### config.mk
export PLATFORM = sky130hd
export DESIGN_NAME = link_top
export DESIGN_NICKNAME = d
export VERILOG_FILES = /design/src/source/game_pkg.sv /design/src/source/link_pkg.sv /design/src/source/byte_fifo.sv /design/src/source/msg_encoder.sv /design/src/source/uart_tx.sv /design/src/source/uart_rx.sv /design/src/source/msg_decoder.sv /design/src/source/link_top.sv
export SDC_FILE = /design/constraint.sdc
export NUM_CORES = 1
export LEC_CHECK = 0
export BUFFER_PORTS_ARGS = -buffer_cell sky130_fd_sc_hd__buf_4
export CAP_MARGIN = 40
export CORE_AREA = 2 2 184 186
export DETAILED_ROUTE_END_ITERATION = 7
export DIE_AREA = 0 0 186 188
export GPL_TIMING_DRIVEN = 0
export PLACE_DENSITY_LB_ADDON = 0.1
export SLEW_MARGIN = 20
export SYNTH_ARGS = -nofsm -noshare
export SYNTH_HDL_FRONTEND = slang
export SYNTH_SLANG_ARGS = --single-unit
### constraint.sdc
create_clock -name clk -period 2.2 [get_ports clk]
set_clock_uncertainty 0.2 [all_clocks]
set_input_delay 0.44 -clock clk [delete_from_list [all_inputs] [get_ports clk]]
set_output_delay 0.44 -clock clk [all_outputs]
set_load 0.01 [all_outputs]
### src/source/game_pkg.sv
`default_nettype none

package game_pkg;

    // game flow as seen by both players
    typedef enum logic [2:0] {
        IDLE      = 3'd0,
        CONNECT   = 3'd1,
        KEEPER    = 3'd2,
        SHOOTER   = 3'd3,
        MATCH_END = 3'd4
    } g_state;

    localparam int GAME_VAL_W = 8;

    // keeper position, shot position and score share one width
    typedef logic [GAME_VAL_W-1:0] game_val_t;

endpackage

`default_nettype wire

### src/source/link_pkg.sv
`default_nettype none

package link_pkg;

    localparam int BYTE_W = 8;

    typedef logic [BYTE_W-1:0] byte_t;

    // first byte of every message, value byte follows
    typedef enum logic [BYTE_W-1:0] {
        TAG_STATE  = 8'hA1,
        TAG_KEEPER = 8'hA2,
        TAG_SHOT   = 8'hA3,
        TAG_SCORE  = 8'hA4
    } msg_tag_e;

    // one received frame, data plus stop bit status
    typedef struct packed {
        byte_t data;
        logic  frame_err;   // stop bit read as 0
    } rx_byte_t;

    function automatic logic is_known_tag(input byte_t b);
        case (b)
            TAG_STATE,
            TAG_KEEPER,
            TAG_SHOT,
            TAG_SCORE: is_known_tag = 1'b1;
            default:   is_known_tag = 1'b0;
        endcase
    endfunction

endpackage

`default_nettype wire

### src/source/byte_fifo.sv
`timescale 1ns/1ps
`default_nettype none

module byte_fifo #(
    parameter int  FIFO_DEPTH = 16,
    parameter type item_t     = logic [7:0]
) (
    input  logic  clk,
    input  logic  rst,
    input  logic  wr_en,
    input  item_t wr_data,
    input  logic  rd_en,
    output item_t rd_data,
    output logic  full,
    output logic  empty
);

    localparam int AW = $clog2(FIFO_DEPTH);

    item_t       mem [FIFO_DEPTH];
    logic [AW:0] wr_ptr;    // msb is the wrap bit
    logic [AW:0] rd_ptr;
    logic        wr_ok;
    logic        rd_ok;

    assign empty = (wr_ptr == rd_ptr);
    // same slot, different lap
    assign full  = (wr_ptr[AW] != rd_ptr[AW]) && (wr_ptr[AW-1:0] == rd_ptr[AW-1:0]);

    assign wr_ok = wr_en && !full;
    assign rd_ok = rd_en && !empty;

    always_ff @(posedge clk) begin
        if (wr_ok) begin
            mem[wr_ptr[AW-1:0]] <= wr_data;
        end
        if (rd_ok) begin
            rd_data <= mem[rd_ptr[AW-1:0]];  // valid one cycle after rd_en
        end
    end

    always_ff @(posedge clk) begin
        if (rst) begin
            wr_ptr <= '0;
            rd_ptr <= '0;
        end else begin
            if (wr_ok) wr_ptr <= wr_ptr + 1'b1;
            if (rd_ok) rd_ptr <= rd_ptr + 1'b1;
        end
    end

endmodule

`default_nettype wire

### src/source/msg_encoder.sv
`timescale 1ns/1ps
`default_nettype none

module msg_encoder (
    input  logic                clk,
    input  logic                rst,
    input  logic                state_send,
    input  game_pkg::g_state    state_value,
    input  logic                keeper_send,
    input  game_pkg::game_val_t keeper_value,
    input  logic                shot_send,
    input  game_pkg::game_val_t shot_value,
    input  logic                score_send,
    input  game_pkg::game_val_t score_value,
    input  logic                full,
    output logic                wr_en,
    output link_pkg::byte_t     wr_data
);

    import game_pkg::*;
    import link_pkg::*;

    localparam int NUM_SRC = 4;

    typedef enum logic {S_TAG, S_VALUE} enc_phase_e;

    enc_phase_e         phase;
    logic [NUM_SRC-1:0] send_req;
    logic [NUM_SRC-1:0] pending;
    logic [1:0]         rr_ptr;     // first source to look at
    logic [1:0]         grant;
    logic [1:0]         sel;        // source whose message is going out
    logic [1:0]         idx;
    logic               found;
    logic               tag_wr;
    logic               val_wr;
    g_state             state_q;
    game_val_t          keeper_q;
    game_val_t          shot_q;
    game_val_t          score_q;

    // bit order matches the source numbering 0..3
    assign send_req = {score_send, shot_send, keeper_send, state_send};

    // round-robin search starting at rr_ptr
    always_comb begin
        grant = rr_ptr;
        found = 1'b0;
        idx   = rr_ptr;
        for (int i = 0; i < NUM_SRC; i++) begin
            idx = rr_ptr + 2'(i);
            if (!found && pending[idx]) begin
                grant = idx;
                found = 1'b1;
            end
        end
    end

    assign tag_wr = (phase == S_TAG) && found && !full;
    assign val_wr = (phase == S_VALUE) && !full;
    assign wr_en  = tag_wr || val_wr;

    always_comb begin
        if (phase == S_TAG) begin
            case (grant)
                2'd0:    wr_data = TAG_STATE;
                2'd1:    wr_data = TAG_KEEPER;
                2'd2:    wr_data = TAG_SHOT;
                default: wr_data = TAG_SCORE;
            endcase
        end else begin
            case (sel)
                2'd0:    wr_data = byte_t'(state_q);
                2'd1:    wr_data = keeper_q;
                2'd2:    wr_data = shot_q;
                default: wr_data = score_q;
            endcase
        end
    end

    // newest request overwrites the latched value
    always_ff @(posedge clk) begin
        if (state_send)  state_q  <= state_value;
        if (keeper_send) keeper_q <= keeper_value;
        if (shot_send)   shot_q   <= shot_value;
        if (score_send)  score_q  <= score_value;
    end

    always_ff @(posedge clk) begin
        if (rst) begin
            phase   <= S_TAG;
            pending <= '0;
            rr_ptr  <= '0;
            sel     <= '0;
        end else begin
            for (int i = 0; i < NUM_SRC; i++) begin
                // a request in the value cycle keeps the flag set
                pending[i] <= send_req[i] || (pending[i] && !(val_wr && sel == 2'(i)));
            end
            if (tag_wr) begin
                sel   <= grant;
                phase <= S_VALUE;
            end
            if (val_wr) begin
                rr_ptr <= sel + 2'd1;   // next search starts after this one
                phase  <= S_TAG;
            end
        end
    end

endmodule

`default_nettype wire

### src/source/uart_tx.sv
`timescale 1ns/1ps
`default_nettype none

module uart_tx #(
    parameter int CLKS_PER_BIT = 868
) (
    input  logic            clk,
    input  logic            rst,
    input  logic            empty,
    input  link_pkg::byte_t rd_data,
    output logic            rd_en,
    output logic            tx
);

    import link_pkg::*;

    localparam int CNT_W = (CLKS_PER_BIT > 1) ? $clog2(CLKS_PER_BIT) : 1;

    typedef enum logic [1:0] {S_IDLE, S_START, S_DATA, S_STOP} tx_state_e;

    tx_state_e        state;
    logic [CNT_W-1:0] clk_cnt;
    logic [2:0]       bit_idx;
    byte_t            shift_q;
    logic             bit_done;

    assign bit_done = (clk_cnt == CNT_W'(CLKS_PER_BIT - 1));

    // fetch in idle, or at the end of a stop bit for back to back frames
    assign rd_en = !empty && ((state == S_IDLE) || (state == S_STOP && bit_done));

    always_ff @(posedge clk) begin
        if (rst) begin
            state   <= S_IDLE;
            clk_cnt <= '0;
            bit_idx <= '0;
            tx      <= 1'b1;
        end else begin
            clk_cnt <= (bit_done || state == S_IDLE) ? '0 : clk_cnt + 1'b1;
            case (state)
                S_IDLE: begin
                    if (rd_en) begin
                        state <= S_START;
                        tx    <= 1'b0;
                    end
                end
                S_START: begin
                    if (clk_cnt == '0) shift_q <= rd_data;  // fifo data lands now
                    if (bit_done) begin
                        state   <= S_DATA;
                        bit_idx <= '0;
                        tx      <= shift_q[0];
                        shift_q <= shift_q >> 1;
                    end
                end
                S_DATA: begin
                    if (bit_done) begin
                        if (bit_idx == 3'd7) begin
                            state <= S_STOP;
                            tx    <= 1'b1;
                        end else begin
                            bit_idx <= bit_idx + 1'b1;
                            tx      <= shift_q[0];   // lsb first
                            shift_q <= shift_q >> 1;
                        end
                    end
                end
                default: begin
                    if (bit_done) begin
                        state <= rd_en ? S_START : S_IDLE;
                        tx    <= !rd_en;
                    end
                end
            endcase
        end
    end

endmodule

`default_nettype wire

### src/source/uart_rx.sv
`timescale 1ns/1ps
`default_nettype none

module uart_rx #(
    parameter int CLKS_PER_BIT = 868
) (
    input  logic               clk,
    input  logic               rst,
    input  logic               rx,
    input  logic               full,
    output logic               wr_en,
    output link_pkg::rx_byte_t wr_data,
    output logic               overflow
);

    import link_pkg::*;

    localparam int CNT_W = (CLKS_PER_BIT > 1) ? $clog2(CLKS_PER_BIT) : 1;

    typedef enum logic [2:0] {
        S_IDLE,
        S_START,
        S_DATA,
        S_STOP,
        S_WAIT_HIGH     // line stuck low after a bad stop bit
    } rx_state_e;

    rx_state_e        state;
    logic             rx_meta;
    logic             rx_sync;
    logic [CNT_W-1:0] clk_cnt;
    logic [2:0]       bit_idx;
    byte_t            shift_q;
    logic             bit_done;
    logic             mid_bit;

    assign bit_done = (clk_cnt == CNT_W'(CLKS_PER_BIT - 1));
    assign mid_bit  = (clk_cnt == CNT_W'(CLKS_PER_BIT / 2));

    // two flops, idle level is high
    always_ff @(posedge clk) begin
        if (rst) begin
            rx_meta <= 1'b1;
            rx_sync <= 1'b1;
        end else begin
            rx_meta <= rx;
            rx_sync <= rx_meta;
        end
    end

    always_ff @(posedge clk) begin
        if (rst) begin
            state    <= S_IDLE;
            clk_cnt  <= '0;
            bit_idx  <= '0;
            wr_en    <= 1'b0;
            overflow <= 1'b0;
        end else begin
            wr_en    <= 1'b0;
            overflow <= 1'b0;
            clk_cnt  <= clk_cnt + 1'b1;
            case (state)
                S_IDLE: begin
                    clk_cnt <= '0;
                    if (!rx_sync) state <= S_START;
                end
                S_START: begin
                    if (mid_bit) begin
                        clk_cnt <= '0;
                        bit_idx <= '0;
                        state   <= rx_sync ? S_IDLE : S_DATA;  // glitch, not a start
                    end
                end
                S_DATA: begin
                    if (bit_done) begin
                        clk_cnt <= '0;
                        shift_q <= {rx_sync, shift_q[7:1]};
                        bit_idx <= bit_idx + 1'b1;
                        if (bit_idx == 3'd7) state <= S_STOP;
                    end
                end
                S_STOP: begin
                    if (bit_done) begin
                        clk_cnt           <= '0;
                        wr_data.data      <= shift_q;
                        wr_data.frame_err <= !rx_sync;
                        wr_en             <= !full;
                        overflow          <= full;     // byte is lost
                        state             <= rx_sync ? S_IDLE : S_WAIT_HIGH;
                    end
                end
                default: begin
                    clk_cnt <= '0;
                    if (rx_sync) state <= S_IDLE;
                end
            endcase
        end
    end

endmodule

`default_nettype wire

### src/source/msg_decoder.sv
`timescale 1ns/1ps
`default_nettype none

module msg_decoder (
    input  logic                clk,
    input  logic                rst,
    input  logic                empty,
    input  link_pkg::rx_byte_t  rd_data,
    input  logic                overflow,
    output logic                rd_en,
    output game_pkg::g_state    enemy_state,
    output game_pkg::game_val_t enemy_keeper,
    output game_pkg::game_val_t enemy_shot,
    output game_pkg::game_val_t enemy_score,
    output logic                state_update,
    output logic                keeper_update,
    output logic                shot_update,
    output logic                score_update,
    output logic                link_error
);

    import game_pkg::*;
    import link_pkg::*;

    typedef enum logic {S_TAG, S_VALUE} dec_phase_e;

    dec_phase_e phase;
    msg_tag_e   cur_tag;    // tag waiting for its value
    logic       rd_valid;

    // drain whenever something is there
    assign rd_en = !empty;

    always_ff @(posedge clk) begin
        if (rst) begin
            phase         <= S_TAG;
            rd_valid      <= 1'b0;
            link_error    <= 1'b0;
            state_update  <= 1'b0;
            keeper_update <= 1'b0;
            shot_update   <= 1'b0;
            score_update  <= 1'b0;
            enemy_state   <= IDLE;
            enemy_keeper  <= '0;
            enemy_shot    <= '0;
            enemy_score   <= '0;
        end else begin
            rd_valid      <= rd_en;
            state_update  <= 1'b0;
            keeper_update <= 1'b0;
            shot_update   <= 1'b0;
            score_update  <= 1'b0;
            if (overflow) begin
                link_error <= 1'b1;    // sticky until reset
                phase      <= S_TAG;
            end else if (rd_valid) begin
                if (rd_data.frame_err) begin
                    link_error <= 1'b1;
                    phase      <= S_TAG;
                end else if (phase == S_TAG) begin
                    // unknown tags are skipped
                    if (is_known_tag(rd_data.data)) begin
                        cur_tag <= msg_tag_e'(rd_data.data);
                        phase   <= S_VALUE;
                    end
                end else begin
                    phase <= S_TAG;
                    case (cur_tag)
                        TAG_STATE: begin
                            enemy_state  <= g_state'(rd_data.data[2:0]);
                            state_update <= 1'b1;
                        end
                        TAG_KEEPER: begin
                            enemy_keeper  <= rd_data.data;
                            keeper_update <= 1'b1;
                        end
                        TAG_SHOT: begin
                            enemy_shot  <= rd_data.data;
                            shot_update <= 1'b1;
                        end
                        default: begin
                            enemy_score  <= rd_data.data;
                            score_update <= 1'b1;
                        end
                    endcase
                end
            end
        end
    end

endmodule

`default_nettype wire

### src/source/link_top.sv
`timescale 1ns/1ps
`default_nettype none

module link_top #(
    parameter int CLKS_PER_BIT = 868,
    parameter int FIFO_DEPTH   = 16
) (
    input  logic                clk,
    input  logic                rst,
    input  logic                state_send,
    input  game_pkg::g_state    state_value,
    input  logic                keeper_send,
    input  game_pkg::game_val_t keeper_value,
    input  logic                shot_send,
    input  game_pkg::game_val_t shot_value,
    input  logic                score_send,
    input  game_pkg::game_val_t score_value,
    input  logic                rx,
    output logic                tx,
    output game_pkg::g_state    enemy_state,
    output game_pkg::game_val_t enemy_keeper,
    output game_pkg::game_val_t enemy_shot,
    output game_pkg::game_val_t enemy_score,
    output logic                state_update,
    output logic                keeper_update,
    output logic                shot_update,
    output logic                score_update,
    output logic                link_error
);

    import link_pkg::*;

    // transmit path
    logic     tx_wr_en;
    byte_t    tx_wr_data;
    logic     tx_full;
    logic     tx_rd_en;
    byte_t    tx_rd_data;
    logic     tx_empty;

    // receive path
    logic     rx_wr_en;
    rx_byte_t rx_wr_data;
    logic     rx_full;
    logic     rx_rd_en;
    rx_byte_t rx_rd_data;
    logic     rx_empty;
    logic     rx_overflow;

    msg_encoder u_msg_encoder (
        .clk,
        .rst,
        .state_send,
        .state_value,
        .keeper_send,
        .keeper_value,
        .shot_send,
        .shot_value,
        .score_send,
        .score_value,
        .full    (tx_full),
        .wr_en   (tx_wr_en),
        .wr_data (tx_wr_data)
    );

    byte_fifo #(
        .FIFO_DEPTH (FIFO_DEPTH),
        .item_t     (byte_t)
    ) tx_fifo (
        .clk,
        .rst,
        .wr_en   (tx_wr_en),
        .wr_data (tx_wr_data),
        .rd_en   (tx_rd_en),
        .rd_data (tx_rd_data),
        .full    (tx_full),
        .empty   (tx_empty)
    );

    uart_tx #(
        .CLKS_PER_BIT (CLKS_PER_BIT)
    ) u_uart_tx (
        .clk,
        .rst,
        .empty   (tx_empty),
        .rd_data (tx_rd_data),
        .rd_en   (tx_rd_en),
        .tx
    );

    uart_rx #(
        .CLKS_PER_BIT (CLKS_PER_BIT)
    ) u_uart_rx (
        .clk,
        .rst,
        .rx,
        .full     (rx_full),
        .wr_en    (rx_wr_en),
        .wr_data  (rx_wr_data),
        .overflow (rx_overflow)
    );

    byte_fifo #(
        .FIFO_DEPTH (FIFO_DEPTH),
        .item_t     (rx_byte_t)
    ) rx_fifo (
        .clk,
        .rst,
        .wr_en   (rx_wr_en),
        .wr_data (rx_wr_data),
        .rd_en   (rx_rd_en),
        .rd_data (rx_rd_data),
        .full    (rx_full),
        .empty   (rx_empty)
    );

    msg_decoder u_msg_decoder (
        .clk,
        .rst,
        .empty    (rx_empty),
        .rd_data  (rx_rd_data),
        .overflow (rx_overflow),
        .rd_en    (rx_rd_en),
        .enemy_state,
        .enemy_keeper,
        .enemy_shot,
        .enemy_score,
        .state_update,
        .keeper_update,
        .shot_update,
        .score_update,
        .link_error
    );

endmodule

`default_nettype wire

After elaboration in Yosys (flattened, before gate mapping)
Memories as Yosys holds them, arrays and structs flattened. A register that Yosys moved wholly into a read port is not among the register bits.
Cells that the tools add are included.
Widths: inputs -> output; s select.
{"block": "word_totals", "ff_bits": 159, "latchBits": 0, "ramBits": 272, "mem_bits_ro": 0, "in_bits": 34, "out_inout_bits": 33, "elab_cells": 256, "n_memories": 2}
{"name": "rx_fifo.mem", "words": 16, "word_bits": 9, "read_ports": 1, "rd_clocked_by_memory_dff": 1, "wr": 1, "line_no": "byte_fifo.sv:20", "rtl": "item_t mem [FIFO_DEPTH];"}
{"name": "tx_fifo.mem", "words": 16, "word_bits": 8, "read_ports": 1, "rd_clocked_by_memory_dff": 1, "wr": 1, "line_no": "byte_fifo.sv:20"}
{"block": "classes", "addsub": 12, "n_mul": 0, "div": 0, "order_cmp": 4, "n_eq_ne": 40, "shift": 0, "muxes": 75, "bitwise_logic": 9, "n_reduce_logical": 75}
{"op": "$eq 8x8->1 const B", "count": 7}
{"op": "$mux 8", "count": 5}
{"op": "$mux 3", "count": 12}
{"op": "$mux 1", "count": 34}
{"op": "$reduce_and 5->1", "count": 6}
{"op": "$pmux 8 s3", "count": 1}
{"op": "$logic_and 1x1->1", "count": 21}
{"op": "$add 10x1->10 const B", "count": 2}
{"op": "$add 5x1->5 const B", "count": 4}
{"op": "$eq 10x10->1 const B", "count": 2}
{"op": "$mux 10", "count": 2}
{"op": "$pmux 10 s2", "count": 1}
{"op": "$mux 2", "count": 9}
{"op": "$pmux 8 s2", "count": 1}
{"op": "$logic_not 1->1", "count": 14}
{"op": "$ne 2x1->1 const B", "count": 7}
{"op": "$lt 2x3->1 const B", "count": 4}
{"op": "$pmux 3 s2", "count": 2}
{"op": "$pmux 3 s4", "count": 1}
{"op": "$reduce_and 6->1", "count": 2}
{"op": "$eq 10x9->1 const B", "count": 1}
{"op": "$eq 2x2->1 const B", "count": 5}
{"op": "$eq 5x5->1", "count": 2}
{"op": "$logic_not 10->1", "count": 1}
{"op": "28 further kinds", "count": 69}

Logic depth before layout (Yosys ltp)
Gate-level depths: netlist of the first run.
{"block": "logic_depth", "depth_word": 18, "depth_mapped": 8, "mapped_depth_nobuf": 7}

By module
Synthesis of the first run repeated with hierarchy kept, for this count alone.
{"block": "hier_totals", "cells_unflattened": 1166, "area_unflattened_um2": 18525.3}
{"mod": "byte_fifo (rx_fifo)", "n_inst": 1, "cells_each": 360, "area_each_um2": 6562.5, "seq_area_each_um2": 4794.6}
{"mod": "byte_fifo (tx_fifo)", "n_inst": 1, "cells_each": 286, "area_each_um2": 5941.9, "seq_area_each_um2": 4284.1}
{"mod": "msg_decoder", "n_inst": 1, "cells_each": 141, "area_each_um2": 1691.6, "seq_area_each_um2": 920.9}
{"mod": "msg_encoder", "n_inst": 1, "cells_each": 125, "area_each_um2": 1531.5, "seq_area_each_um2": 991.0}
{"mod": "uart_rx", "n_inst": 1, "cells_each": 121, "area_each_um2": 1477.7, "seq_area_each_um2": 910.9}
{"mod": "uart_tx", "n_inst": 1, "cells_each": 133, "area_each_um2": 1320.0, "seq_area_each_um2": 560.5}

Worst setup path after synthesis of the first run
No wires, ideal clock.
{"block": "synth_timing", "kind": "reg-to-reg", "startpoint": "register u_uart_tx.state[0]", "endpoint": "register u_uart_tx.shift_q[0], enable pin", "arrival_time_ns": 1.860, "required_ns": 1.612, "slack_ns": -0.248, "stages_incl_launch_ff": 7, "path_buffers": 1, "path_cell_list": "dfxtp_1 > inv_1 > ha_1 > clkbuf_1 > nor4_1 > a41oi_1 > a221oi_1"}
{"block": "synth_between", "elab_chain_cells": 3, "word_cells_on_any_way": 7, "cone_classes": "eq/ne (5); reduce/logical (2)"}
{"element": "start, declared", "line_no": "uart_tx.sv:21", "rtl": "tx_state_e state;"}
{"element": "start signal, assigned", "line_no": "uart_tx.sv:70", "rtl": "state <= rd_en ? S_START : S_IDLE;"}
{"element": "$eq 2x1->1 / $eq 2x2->1 (equally long branches)", "line_no": "uart_tx.sv:40", "rtl": "case (state)"}
{"element": "$ne 3x1->1 (no line), or another cell as far along"}
{"element": "$reduce_and 5->1 (no line) (*)"}
{"element": "end signal, assigned", "line_no": "uart_tx.sv:48", "rtl": "if (clk_cnt == '0) shift_q <= rd_data;"}
{"element": "end signal, assigned", "line_no": "uart_tx.sv:53", "rtl": "shift_q <= shift_q >> 1;"}
{"element": "end signal, assigned", "line_no": "uart_tx.sv:64", "rtl": "shift_q <= shift_q >> 1;"}
{"element": "end, declared", "line_no": "uart_tx.sv:24", "rtl": "byte_t shift_q;"}
Mark *: on every way between the ends. The rest lies on a longest branch, timed or not.
A chain may end at the register's enable or synchronous reset.

Worst setup path after layout of the first run
{"block": "layout_timing", "startpoint": "register rx_fifo.rd_ptr[0]", "endpoint": "register rx_fifo.rd_data[4] (netlist name)"}
{"block": "layout_between", "elab_chain_cells": 2}
{"element": "start, declared", "line_no": "byte_fifo.sv:22", "rtl": "logic [AW:0] rd_ptr;"}
{"element": "start signal, assigned", "line_no": "byte_fifo.sv:48", "rtl": "if (rd_ok) rd_ptr <= rd_ptr + 1'b1;"}
{"element": "$eq 5x5->1", "line_no": "byte_fifo.sv:26", "rtl": "assign empty = (wr_ptr == rd_ptr);"}
{"element": "$logic_not 1->1 (no line)"}
Several ways; a longest one is shown, not always the timed one.

==> results of run 1 <==
-- cell usage in the layout, fill, tap and decap left out, types with 5 or more instances in the layout --
master	n
dfxtp_1	82
dlygate4sd3_1	32
and3_1	6
nor2b_1	12
o21ai_0	13
and2_1	9
nor2_1	78
nand3_1	10
o211ai_1	8
xnor2_1	24
buf_4	105
nand4_1	6
or2_2	5
xor2_1	15
buf_12	9
dfxtp_2	9
o211a_1	5
nor3_1	6
inv_1	20
nor3b_1	6
clkbuf_16	47
ha_1	23
clkinv_2	8
and3_2	10
mux2i_1	28
nand2_1	39
edfxtp_1	349
clkbuf_8	6
a21oi_1	20
dfxtp_4	8
buf_6	10
mux2_2	7
and3_4	18
clkbuf_1	32
mux4_2	85
-- cell type report --
cell class	instances	area, µm²
Timing Repair Buffer	150	1364
Buffer	39	302.8
Multi-Input combinational cell	537	5376
Sequential cell	448	12500
Tap cell	448	560.5
Fill cell	2375	11450
Timing Repair inverter	1	7.507
Inverter	24	93.84
Clock buffer	68	1294
Clock inverter	17	163.9
-- flip-flops by register name, summed over array words and instances (netlist names), 4 cells and up --
signal                      cells
u_msg_encoder.shot_q            8
tx_fifo.rd_ptr                  5
tx_fifo.mem                   128
rx_fifo.mem                   144
u_msg_decoder.enemy_keeper      8
u_uart_tx.shift_q               8
u_uart_rx.clk_cnt              10
u_msg_encoder.keeper_q          8
rx_fifo.rd_data                 9
tx_fifo.wr_ptr                  5
u_msg_decoder.enemy_shot        8
u_msg_encoder.pending           4
u_msg_encoder.score_q           8
u_uart_rx.shift_q               8
rx_fifo.wr_ptr                  5
u_uart_rx.wr_data               9
rx_fifo.rd_ptr                  5
tx_fifo.rd_data                 8
u_msg_decoder.enemy_score       8
u_msg_decoder.cur_tag           8
u_uart_tx.clk_cnt              10
-- final timing paths --
kind                                                      to  cells past startpoint                           start  slack [ns]
worst max-delay path            rx_fifo.rd_data[4]$_DFFE_PP_                      4  rx_fifo.rd_ptr[0]$_SDFFE_PP0P_        0.01
worst min-delay path            u_uart_rx.rx_sync$_SDFF_PP1_                      1    u_uart_rx.rx_meta$_SDFF_PP1_        0.22
worst min register to register  u_uart_rx.rx_sync$_SDFF_PP1_                      1    u_uart_rx.rx_meta$_SDFF_PP1_        0.22
worst max register to register  rx_fifo.rd_data[4]$_DFFE_PP_                      4  rx_fifo.rd_ptr[0]$_SDFFE_PP0P_        0.01
-- worst max-delay path: cells and delay by family (launching register included) --
family / cells / cell delay, ns
buffers and inverters: 2 / 0.25
flip-flops: 1 / 0.40
multiplexers: 2 / 1.05
-- layer usage --
metal / track usage (%) / vias to the layer above / wire [µm]
met2: 33.43 / 246 / 17390
met1: 34.44 / 5018 / 17880
met5: 0 / - / 0
met3: 3.807 / 58 / 2016
met4: 5.239 / 0 / 746
li1: - / 4503 / -
-- cells by family after synthesis --
kind of cell             after synthesis  share of synthesized area [%]
AO/OA/AOI/OAI                         97                          3.988
XOR/XNOR                              42                          2.060
adder cells (fa/ha/maj)               28                          1.962
buffers and inverters                 75                          1.738
flip-flops                           448                          69.80
multiplexers                         125                          13.05
AND/OR/NAND/NOR                      245                          7.401
-- repair_timing --
| item | 4_1_cts | 5_1_grt |
|---|---|---|
| pin swaps | 12 | 11 |
| hold buffers | 32 | 0 |
| buffers inserted | 29 | 13 |
| hold endpoints to repair | 56 | 0 |
| gates resized for setup | 113 | 43 |
| setup endpoints to repair | 455 | 260 |
| gates cloned | 4 | 2 |
-- where the power goes --
group	switching [mW]	internal, mW	total [mW]	leakage, nW
registers	0.240	9.67	9.91	3.99
clock network	3.15	4.33	7.48	0.712
logic	1.76	1.88	3.64	2.71
total	5.15	15.9	21.0	7.41
==> results by group, run 1 <==
Status
  – Outcome: finished, final reports clean

Die
  – Site row count: 67
  – CORE AREA: 33110 µm²
  – Num ports: 67
  – Chip Height: between 150 and 200 µm
  – Initial Util: between 50 and 60%
  – Die Wd: 186 µm
  – Die ar.: 34970 µm²

Setup path
  – Crit path capture type: flop
  – Startpoint types: flop
  – Worst path cell trace: buf_12 -> buf_12 -> mux4_2 -> mux4_2
  – Crit path largest cell delay: 0.53 ns
  – CP arrival: 2.26 ns
  – CP max-delay cell: mux4_2
  – Worst Path Max Fanout: 5
  – Crit path required time: approximately 2.3 ns
  – Critical path type: reg2reg

Synth
  – Post-synthesis async set-or-reset flop share: 0%
  – Post-synth top area cell: edfxtp_1
  – Seq/Total Area, Yosys: 69.80%
  – Synth area leaders: edfxtp_1 (59%), dfxtp_1 (11%), mux4_2 (11%)
  – Most numerous cell in the Yosys netlist: edfxtp_1
  – #FFs+latches synth: roughly 450
  – Warning count from the yosys run: 0
  – Yosys cell types: 74
  – Post-synth EDFFs: around 350
  – Mapped Avg Cell Area: 16.84 µm²
  – Cells after synthesis: 1060
  – Mapped Area: 17850 µm²
  – Syn_nets: 1122
  – Top_reg_cell synth: edfxtp_1
  – Synth top area share: about three fifths
  – Most frequent cells after synthesis: edfxtp_1 (349), dfxtp_1 (99), mux4_2 (85)

Routing
  – Antenna Nets Post-Route: 0
  – Per-cell routed wire length: 21.96 µm
  – Via count: 9825
  – WL final: 38030 µm
  – Vias/cell: ~5.7
  – 1st-iter DRT viols: 704
  – DRC: 0
  – Drt first pass iters: 5

STA
  – RSZ-0062 raised after global routing: true
  – Rel. slew slack: 48.78%
  – Min Tclk post-route: 2.188 ns
  – FMAX: approximately 460 MHz
  – Max-slew violation count: 0
  – Worst-Margin Slew: 0.7683 ns
  – Setup WS post-layout: 0.01203 ns
  – Hold slack: 0.2214 ns
  – Setup violations, final: 0
  – Sum Neg Setup Slack: 0 ns
  – Hold Vio Cnt, Final: 0
  – Ratio of final minimum period to clock period: 99.45%

CTS
  – Maximum clock path buffer count: 3
  – Clk_lat worst skew: 0.56 ns
  – CTS tree: done
  – Num CTS Buffers: 46
  – H-Tree Level Count: 2
  – Root buf cell: clkbuf_16
  – Sink Count: 448
  – Clk slew on worst S/H paths: roughly 0.060 ns

Global routing
  – Vias in the first global route: 9940
  – Initial antenna violation count: 0
  – First-pass GRT wire length: 58430 µm
  – Gr ovfl total: 0
  – Total track usage: roughly 22%
  – Maximum number of pins on one net before global-route repair: 17

Power
  – Power Density: slightly below 1000 nW/µm²
  – Worst VDD drop: 0.5577 mV
  – Total Power: 21.04 mW
  – Leakage: 7.411 nW

Final layout
  – N_diodes: 0
  – Final Non-Filler Cells: about 1700
  – Area growth from synthesis to layout: 21.35%
  – Final Cell Area: 21670 µm²
  – Finished Core Util: roughly two thirds
  – Ratio of cells with drive above 1 in the final layout: 31.07%
  – Final nets: 1309

Run
  – Max cap viols: 0

Placement
  – Port Buf Inserts: 65
  – DP Cell Count: 1578
  – DP HPWL: 24680 µm
  – DP Worst Slack: -0.5765 ns
  – DP Area: 19010 µm²
  – Global placement routability congestion: 0.7988

Worst hold path
  – Worst hold path class: reg2reg
No activity file was read; power rests on OpenSTA's default activity.
==> run 2: changes to the inputs <==
--- a/config.mk
+++ b/config.mk
@@ -7,11 +7,12 @@
 export LEC_CHECK = 0
 export BUFFER_PORTS_ARGS = -buffer_cell sky130_fd_sc_hd__buf_4
 export CAP_MARGIN = 40
-export CORE_AREA = 2 2 184 186
+export CORE_AREA = 2 2 131 260
 export DETAILED_ROUTE_END_ITERATION = 7
-export DIE_AREA = 0 0 186 188
+export DIE_AREA = 0 0 133 262
 export GPL_TIMING_DRIVEN = 0
 export PLACE_DENSITY_LB_ADDON = 0.1
+export RECOVER_POWER = 25
 export SLEW_MARGIN = 20
 export SYNTH_ARGS = -nofsm -noshare
 export SYNTH_HDL_FRONTEND = slang
==> run 2 against run 1 <==
The run now ends with negative setup slack left. First-iteration DRC count decreased by 19%. Fmax is 5.1% lower. Sequential cell count did not move. Critical path depth rose by 1. Critical path type unchanged. Largest power group unchanged. Highest routed layer unchanged.
==> results by group, run 2 (synthesis gave the netlist of run 1 again) <==
Power
  – Leakage: 7.403 nW (was 7.411 nW)
  – Worst VDD drop: 0.6914 mV (was 0.5577 mV)
  – Total Power: 21.15 mW (was 21.04 mW)
  – Pint: 16.04 mW (was 15.88 mW)
  – Switch Pwr: 5.114 mW (was 5.153 mW)
  – Reg power frac: 46.7% (was 47.1%)
  – Comb power frac: 18.4% (was 17.3%)
  – Clock network power share: 34.8% (was 35.6%)
  – Switching share of power: 24.18% (was 24.50%)
  – Power Density: 975.7 nW/µm² (was 970.9 nW/µm²)

STA
  – Worst-Margin Slew: 0.7476 ns (was 0.7683 ns)
  – Max-slew violation count: 0 (unchanged)
  – Min Tclk post-route: 2.306 ns (was 2.188 ns)
  – FMAX: 433.6 MHz (was 457.0 MHz)
  – Setup violations, final: 12 (was 0)
  – Hold Vio Cnt, Final: 0 (unchanged)
  – Sum Neg Setup Slack: -0.5370 ns (was 0 ns)
  – Setup WS post-layout: -0.1061 ns (was 0.01203 ns)
  – Ratio of final minimum period to clock period: 104.8% (was 99.45%)
  – Rel. slew slack: 50.16% (was 48.78%)
  – Hold slack: 0.2097 ns (was 0.2214 ns)
  – RSZ-0062 raised after global routing: true (unchanged)

CTS
  – CTS tree: done (unchanged)
  – Clk slew on worst S/H paths: 0.07 ns (was 0.06 ns)
  – Sink Count: 448 (unchanged)
  – H-Tree Level Count: 2 (unchanged)
  – Maximum clock path buffer count: 3 (unchanged)
  – Num CTS Buffers: 38 (was 46)
  – Clk_lat worst skew: 0.54 ns (was 0.56 ns)
  – Root buf cell: clkbuf_16 (unchanged)

Die
  – Initial Util: 54.41% (was 53.92%)
  – CORE AREA: 32810 µm² (was 33110 µm²)
  – Die ar.: 34850 µm² (was 34970 µm²)
  – Num ports: 67 (unchanged)
  – Site row count: 94 (was 67)
  – Chip Height: 262 µm (was 188 µm)
  – Die Wd: 133 µm (was 186 µm)

Global routing
  – Vias in the first global route: 10420 (was 9940)
  – Maximum number of pins on one net before global-route repair: 18 (was 17)
  – Total track usage: 24.69% (was 22.29%)
  – Initial antenna violation count: 0 (unchanged)
  – First-pass GRT wire length: 62240 µm (was 58430 µm)
  – Gr ovfl total: 0 (unchanged)

Setup path
  – Cell family with most CP delay: multiplexers (unchanged)
  – Crit path required time: 2.28 ns (was 2.27 ns)
  – Critical path type: reg2reg (unchanged)
  – Crit path buffers/inverters: 3 (was 2)
  – Worst Path Max Fanout: 5 (unchanged)
  – CP max-delay cell: mux4_2 (unchanged)
  – CP arrival: 2.38 ns (was 2.26 ns)
  – Startpoint types: flop (unchanged)
  – Reg2Reg Depth: 5 (was 4)
  – Crit path capture type: flop (unchanged)
  – Worst path cell trace: buf_12 -> buf_12 -> buf_12 -> mux4_2 -> mux4_2 (was buf_12 -> buf_12 -> mux4_2 -> mux4_2)
  – Critical Path Stages: 5 (was 4)
  – Most used cell, CP: buf_12
  – Crit path largest cell delay: 0.61 ns (was 0.53 ns)

Final layout
  – Final nets: 1307 (was 1309)
  – # fillers: 2204 (was 2375)
  – N_diodes: 0 (unchanged)
  – Most frequent cells in the layout: edfxtp_1 (349), mux4_2 (85), dfxtp_1 (85), nor2_1 (79), buf_4 (72) (was edfxtp_1 (349), buf_4 (105), mux4_2 (85), dfxtp_1 (82), nor2_1 (78))
  – Area growth from synthesis to layout: 21.44% (was 21.35%)
  – Commonest non-fill, non-tap cell in the layout: edfxtp_1 (unchanged)
  – Ratio of cells with drive above 1 in the final layout: 30.51% (was 31.07%)
  – Final Non-Filler Cells: 1707 (was 1732)
  – Finished Core Util: 66.07% (was 65.43%)
  – Max reg flops: 144 (unchanged)

Status
  – Failing checks: negative setup slack
  – Outcome: finished, violations left (was finished, final reports clean)

Routing
  – Antenna Nets Post-Route: 0 (unchanged)
  – DRC: 0 (unchanged)
  – Per-cell routed wire length: 24.80 µm (was 21.96 µm)
  – Drt first pass iters: 5 (unchanged)
  – 1st-iter DRT viols: 570 (was 704)
  – Via count: 9871 (was 9825)
  – WL final: 42340 µm (was 38030 µm)
  – Vias/cell: 5.783 (was 5.673)

Placement
  – DP Cell Count: 1563 (was 1578)
  – Global placement routability congestion: 0.8769 (was 0.7988)
  – Port Buf Inserts: 65 (unchanged)
  – DP HPWL: 29680 µm (was 24680 µm)

Run
  – Max cap viols: 0 (unchanged)

Worst hold path
  – Cells on Worst Hold Path: 1 (unchanged)
  – Worst hold path class: reg2reg (unchanged)
## run 2: changes by cell type in the layout (fill, tap and decap cells not counted), sizes merged, moves of 3 or more
| cell | delta |
|---|---|
| buf | -28 |
| clkbuf | +16 |
| bufinv | +6 |
| inv | -3 |
## run 2: worst reg2reg max path, cell delays in order (launching register included)
cell and delay [ns]:
dfxtp_2 0.36, buf_12 0.12, buf_12 0.13, buf_12 0.14, mux4_2 0.61, mux4_2 0.49
## run 2: metrics by stage
stage	area, µm²	setup WS (ns)
after floorplan	17920	-0.01079
after global placement	18940	-0.7484
after detailed placement	19000	-0.7150
after CTS	21400	-0.1097
after global routing	21680	-0.1039
final	21680	-0.1061
## run 2: worst paths after layout
| check | from | to | slack (ns) |
|---|---|---|---|
| min reg2reg | u_uart_rx.rx_meta$_SDFF_PP1_ | u_uart_rx.rx_sync$_SDFF_PP1_ | 0.21 |
| min | u_uart_rx.rx_meta$_SDFF_PP1_ | u_uart_rx.rx_sync$_SDFF_PP1_ | 0.21 |
| max reg2reg | tx_fifo.rd_ptr[0]$_SDFFE_PP0P_ | tx_fifo.rd_data[2]$_DFFE_PP_ | -0.11 |
| max | tx_fifo.rd_ptr[0]$_SDFFE_PP0P_ | tx_fifo.rd_data[2]$_DFFE_PP_ | -0.11 |
## run 2: cell type report
type                       instances  area, µm²  share of cell area, %
clock buffer                      51       1084                  4.998
tap                              432      540.5                  2.493
clock inverter                    19      292.8                  1.350
buffer                            42      360.3                  1.662
inverter                          24      96.34                 0.4444
timing repair inverter             1      7.507                0.03463
sequential                       448      12500                  57.64
multi-input combinational        539       5429                  25.04
timing repair buffer             151       1374                  6.337
## run 2: repair_timing
item / in CTS / in global routing
hold buffers: 32 / 0
pin swaps: 12 / 15
cloned: 6 / 1
setup buffers: 27 / 17
endpoints found under the setup margin: 485 / 321
resized for setup: 118 / 50
endpoints found under the hold margin: 56 / 0
## run 2: routing by layer
layer / global-route usage (%) / vias up / share of wire, %
met5: 0 / - / 0
met4: 16.64 / 0 / 7.5
met3: 2.739 / 105 / 2.7
met2: 50.94 / 213 / 60
met1: 21.47 / 5059 / 30
li1: - / 4494 / -
## run 2: power by group through the flow
stage          Combinational (mW)  Clock, mW  Sequential (mW)
2_1_floorplan                2.13          0             9.96
3_3_place_gp                 3.07          0             10.0
3_5_place_dp                 3.11          0             10.1
4_1_cts                      3.76       7.47             9.88
5_1_grt                      4.12       7.77             9.93
6_report                     3.90       7.37             9.89
==> run 3: changes to the inputs <==
--- a/config.mk
+++ b/config.mk
@@ -7,9 +7,9 @@
 export LEC_CHECK = 0
 export BUFFER_PORTS_ARGS = -buffer_cell sky130_fd_sc_hd__buf_4
 export CAP_MARGIN = 40
-export CORE_AREA = 2 2 131 260
+export CORE_AREA = 2 2 137 273
 export DETAILED_ROUTE_END_ITERATION = 7
-export DIE_AREA = 0 0 133 262
+export DIE_AREA = 0 0 139 275
 export GPL_TIMING_DRIVEN = 0
 export PLACE_DENSITY_LB_ADDON = 0.1
 export RECOVER_POWER = 25
==> run 3 against run 2 <==
The run still ends with negative setup slack left. Die area rose by 9.7%. Via count decreased by 1.5%. Register-to-register slack gained 0.06 ns. Sequential share of layout area grew 0.45 points. Critical path type unchanged. Clock-buffer cell count is 3 higher. First-iteration DRC count is 19% higher. Non-clock buffer count decreased by 16. Utilization fell by 6.6 points. Worst setup slack better by 0.060 ns. Critical path depth unchanged. Highest routed layer unchanged. Global-route usage is 4.8 points lower. Sequential cell count stayed put.
==> results by group, run 3 (synthesis gave the netlist of run 1 again) <==
Status
  – Outcome: finished, violations left (unchanged)
  – Failing checks: negative setup slack (unchanged)

Worst hold path
  – Cells on Worst Hold Path: 1 (unchanged)
  – Worst hold path class: reg2reg (unchanged)

STA
  – FMAX: 445.3 MHz (was 433.6 MHz)
  – Ratio of final minimum period to clock period: 102.1% (was 104.8%)
  – RSZ-0062 raised after global routing: true (unchanged)
  – Min Tclk post-route: 2.246 ns (was 2.306 ns)
  – Setup WS post-layout: -0.04592 ns (was -0.1061 ns)
  – Rel. slew slack: 48.11% (was 50.16%)
  – Worst-Margin Slew: 0.7784 ns (was 0.7476 ns)
  – Setup violations, final: 6 (was 12)
  – Hold Vio Cnt, Final: 0 (unchanged)
  – Max-slew violation count: 0 (unchanged)
  – Sum Neg Setup Slack: -0.1285 ns (was -0.5370 ns)

Placement
  – DP Worst Slack: -0.5797 ns (was -0.7150 ns)
  – Port Buf Inserts: 65 (unchanged)
  – DP HPWL: 24630 µm (was 29680 µm)
  – DP Area: 19020 µm² (was 19000 µm²)
  – Global placement routability congestion: 0.8128 (was 0.8769)
  – DP Cell Count: 1585 (was 1563)

Routing
  – WL final: 37450 µm (was 42340 µm)
  – Per-cell routed wire length: 21.86 µm (was 24.80 µm)
  – 1st-iter DRT viols: 681 (was 570)
  – Drt first pass iters: 4 (was 5)
  – Antenna Nets Post-Route: 0 (unchanged)
  – DRC: 0 (unchanged)
  – Vias/cell: 5.678 (was 5.783)
  – Via count: 9726 (was 9871)

CTS
  – Sink Count: 448 (unchanged)
  – Num CTS Buffers: 39 (was 38)
  – CTS tree: done (unchanged)
  – H-Tree Level Count: 2 (unchanged)
  – Clk_lat worst skew: 0.55 ns (was 0.54 ns)
  – Maximum clock path buffer count: 3 (unchanged)
  – Root buf cell: clkbuf_16 (unchanged)
  – Clk slew on worst S/H paths: 0.07 ns (about the same)

Power
  – Worst VDD drop: 0.8257 mV (was 0.6914 mV)
  – Comb power frac: 17.0% (was 18.4%)
  – Pint: 15.91 mW (was 16.04 mW)
  – Power Density: 966.4 nW/µm² (was 975.7 nW/µm²)
  – Clock network power share: 35.4% (was 34.8%)
  – Switch Pwr: 4.883 mW (was 5.114 mW)
  – Leakage: 7.312 nW (was 7.403 nW)
  – Switching share of power: 23.49% (was 24.18%)
  – Reg power frac: 47.6% (was 46.7%)

Global routing
  – Initial antenna violation count: 0 (unchanged)
  – Total track usage: 19.87% (was 24.69%)
  – First-pass GRT wire length: 58080 µm (was 62240 µm)
  – Gr ovfl total: 0 (unchanged)
  – Vias in the first global route: 9895 (was 10420)
  – Maximum number of pins on one net before global-route repair: 18 (unchanged)

Die
  – Num ports: 67 (unchanged)
  – Die Wd: 139 µm (was 133 µm)
  – CORE AREA: 36170 µm² (was 32810 µm²)
  – Site row count: 99 (was 94)
  – Initial Util: 49.36% (was 54.41%)
  – Die ar.: 38230 µm² (was 34850 µm²)
  – Chip Height: 275 µm (was 262 µm)

Setup path
  – CP arrival: 2.32 ns (was 2.38 ns)
  – Reg2reg start: tx_fifo.rd_ptr[0]$_SDFFE_PP0P_ (unchanged)
  – Reg2Reg Depth: 5 (unchanged)
  – Worst Path Max Fanout: 5 (unchanged)
  – Crit path from: tx_fifo.rd_ptr[0]$_SDFFE_PP0P_ (unchanged)
  – Crit path capture type: flop (unchanged)
  – Critical path type: reg2reg (unchanged)
  – RR Endpoint: tx_fifo.rd_data[6]$_DFFE_PP_ (was tx_fifo.rd_data[2]$_DFFE_PP_)
  – FF-to-FF setup slack: -0.05 ns (was -0.11 ns)
  – Startpoint types: flop (unchanged)
  – Crit path capture: tx_fifo.rd_data[6]$_DFFE_PP_ (was tx_fifo.rd_data[2]$_DFFE_PP_)
  – Crit path required time: 2.27 ns (was 2.28 ns)

Final layout
  – Final Cell Area: 21510 µm² (was 21680 µm²)
  – Max reg flops: 144 (unchanged)
  – Most frequent cells in the layout: edfxtp_1 (349), mux4_2 (85), dfxtp_1 (84), nor2_1 (78), buf_4 (63) (was edfxtp_1 (349), mux4_2 (85), dfxtp_1 (85), nor2_1 (79), buf_4 (72))
  – Area growth from synthesis to layout: 20.50% (was 21.44%)
  – Commonest non-fill, non-tap cell in the layout: edfxtp_1 (unchanged)
  – Final nets: 1291 (was 1307)
  – N_diodes: 0 (unchanged)
  – Ratio of cells with drive above 1 in the final layout: 29.23% (was 30.51%)
  – Final Non-Filler Cells: 1713 (was 1707)

Run
  – Max cap viols: 0 (unchanged)
==> run 3: cell count changes in the layout (fill, tap and decap cells not counted), sizes merged <==
cell,delta
and3,-1
buf,-13
bufinv,-1
clkinv,-1
clkinvlp,-1
inv,+1
==> run 3: worst min-delay path by stage <==
| stage | slack, ns | end | startpoint |
|---|---|---|---|
| final | 0.22 | u_uart_rx.rx_sync$_SDFF_PP1_ | u_uart_rx.rx_meta$_SDFF_PP1_ |
| after detailed placement | 0.21 | u_uart_rx.rx_sync$_SDFF_PP1_ | u_uart_rx.rx_meta$_SDFF_PP1_ |
| after floorplan | 0.19 | u_uart_rx.rx_sync$_SDFF_PP1_ | u_uart_rx.rx_meta$_SDFF_PP1_ |
| after global routing | 0.23 | u_uart_rx.rx_sync$_SDFF_PP1_ | u_uart_rx.rx_meta$_SDFF_PP1_ |
| after CTS | 0.22 | u_uart_rx.wr_data[1]$_DFFE_PP_ | u_uart_rx.shift_q[0]$_DFFE_PP_ |
| after global placement | 0.20 | u_uart_rx.rx_sync$_SDFF_PP1_ | u_uart_rx.rx_meta$_SDFF_PP1_ |
==> run 3: layout make-up <==
| type | count | area, µm² |
|---|---|---|
| tap | 454 | 568.0 |
| clock inverter | 17 | 262.8 |
| inverter | 24 | 93.84 |
| buffer | 40 | 316.6 |
| fill | 2726 | 14660 |
| timing repair inverter | 1 | 7.507 |
| multi-input combinational | 538 | 5390 |
| clock buffer | 54 | 1125 |
| timing repair buffer | 137 | 1251 |
| sequential | 448 | 12500 |
==> run 3: critical path: stages, from the launching register on <==
cell     delay [ns]
dfxtp_2        0.34
buf_6          0.13
buf_6          0.13
buf_12         0.13
mux4_2         0.54
mux4_2         0.49
==> run 3: power groups by stage <==
| stage | sequential, mW | combinational [mW] | clock [mW] |
|---|---|---|---|
| floorplan | 9.96 | 2.13 | 0 |
| global placement | 10.0 | 2.83 | 0 |
| finish | 9.89 | 3.53 | 7.36 |
| CTS | 9.89 | 3.48 | 7.52 |
| detailed placement | 10.0 | 2.92 | 0 |
| global route | 9.93 | 3.82 | 7.81 |
==> run 3: stage by stage <==
step	power [mW]	utilization, %	hold WS, ns
3_5_place_dp	12.96	52.59	0.2068
5_1_grt	21.56	59.48	0.2297
4_1_cts	20.89	58.87	0.2242
3_3_place_gp	12.86	52.45	0.1998
2_1_floorplan	12.09	-	0.1895
6_report	20.79	59.48	0.2210
==> run 3: per-layer routing <==
layer | vias to the layer above | wire length, µm | global-route usage, % | part of all wire (%)
met3 | 56 | 1933 | 2.628 | 5.2
met4 | 0 | 874 | 6.220 | 2.3
met1 | 4964 | 16310 | 27.60 | 44
met5 | - | 0 | 0 | 0
li1 | 4454 | - | - | -
met2 | 252 | 18340 | 33.06 | 49
==> run 3: timing repair <==
item,4_1_cts,5_1_grt
pin swaps,11,10
setup buffers,20,9
hold endpoints to repair,51,0
hold buffers,32,0
gates resized for setup,112,39
setup endpoints to repair,449,410
gates cloned,5,2
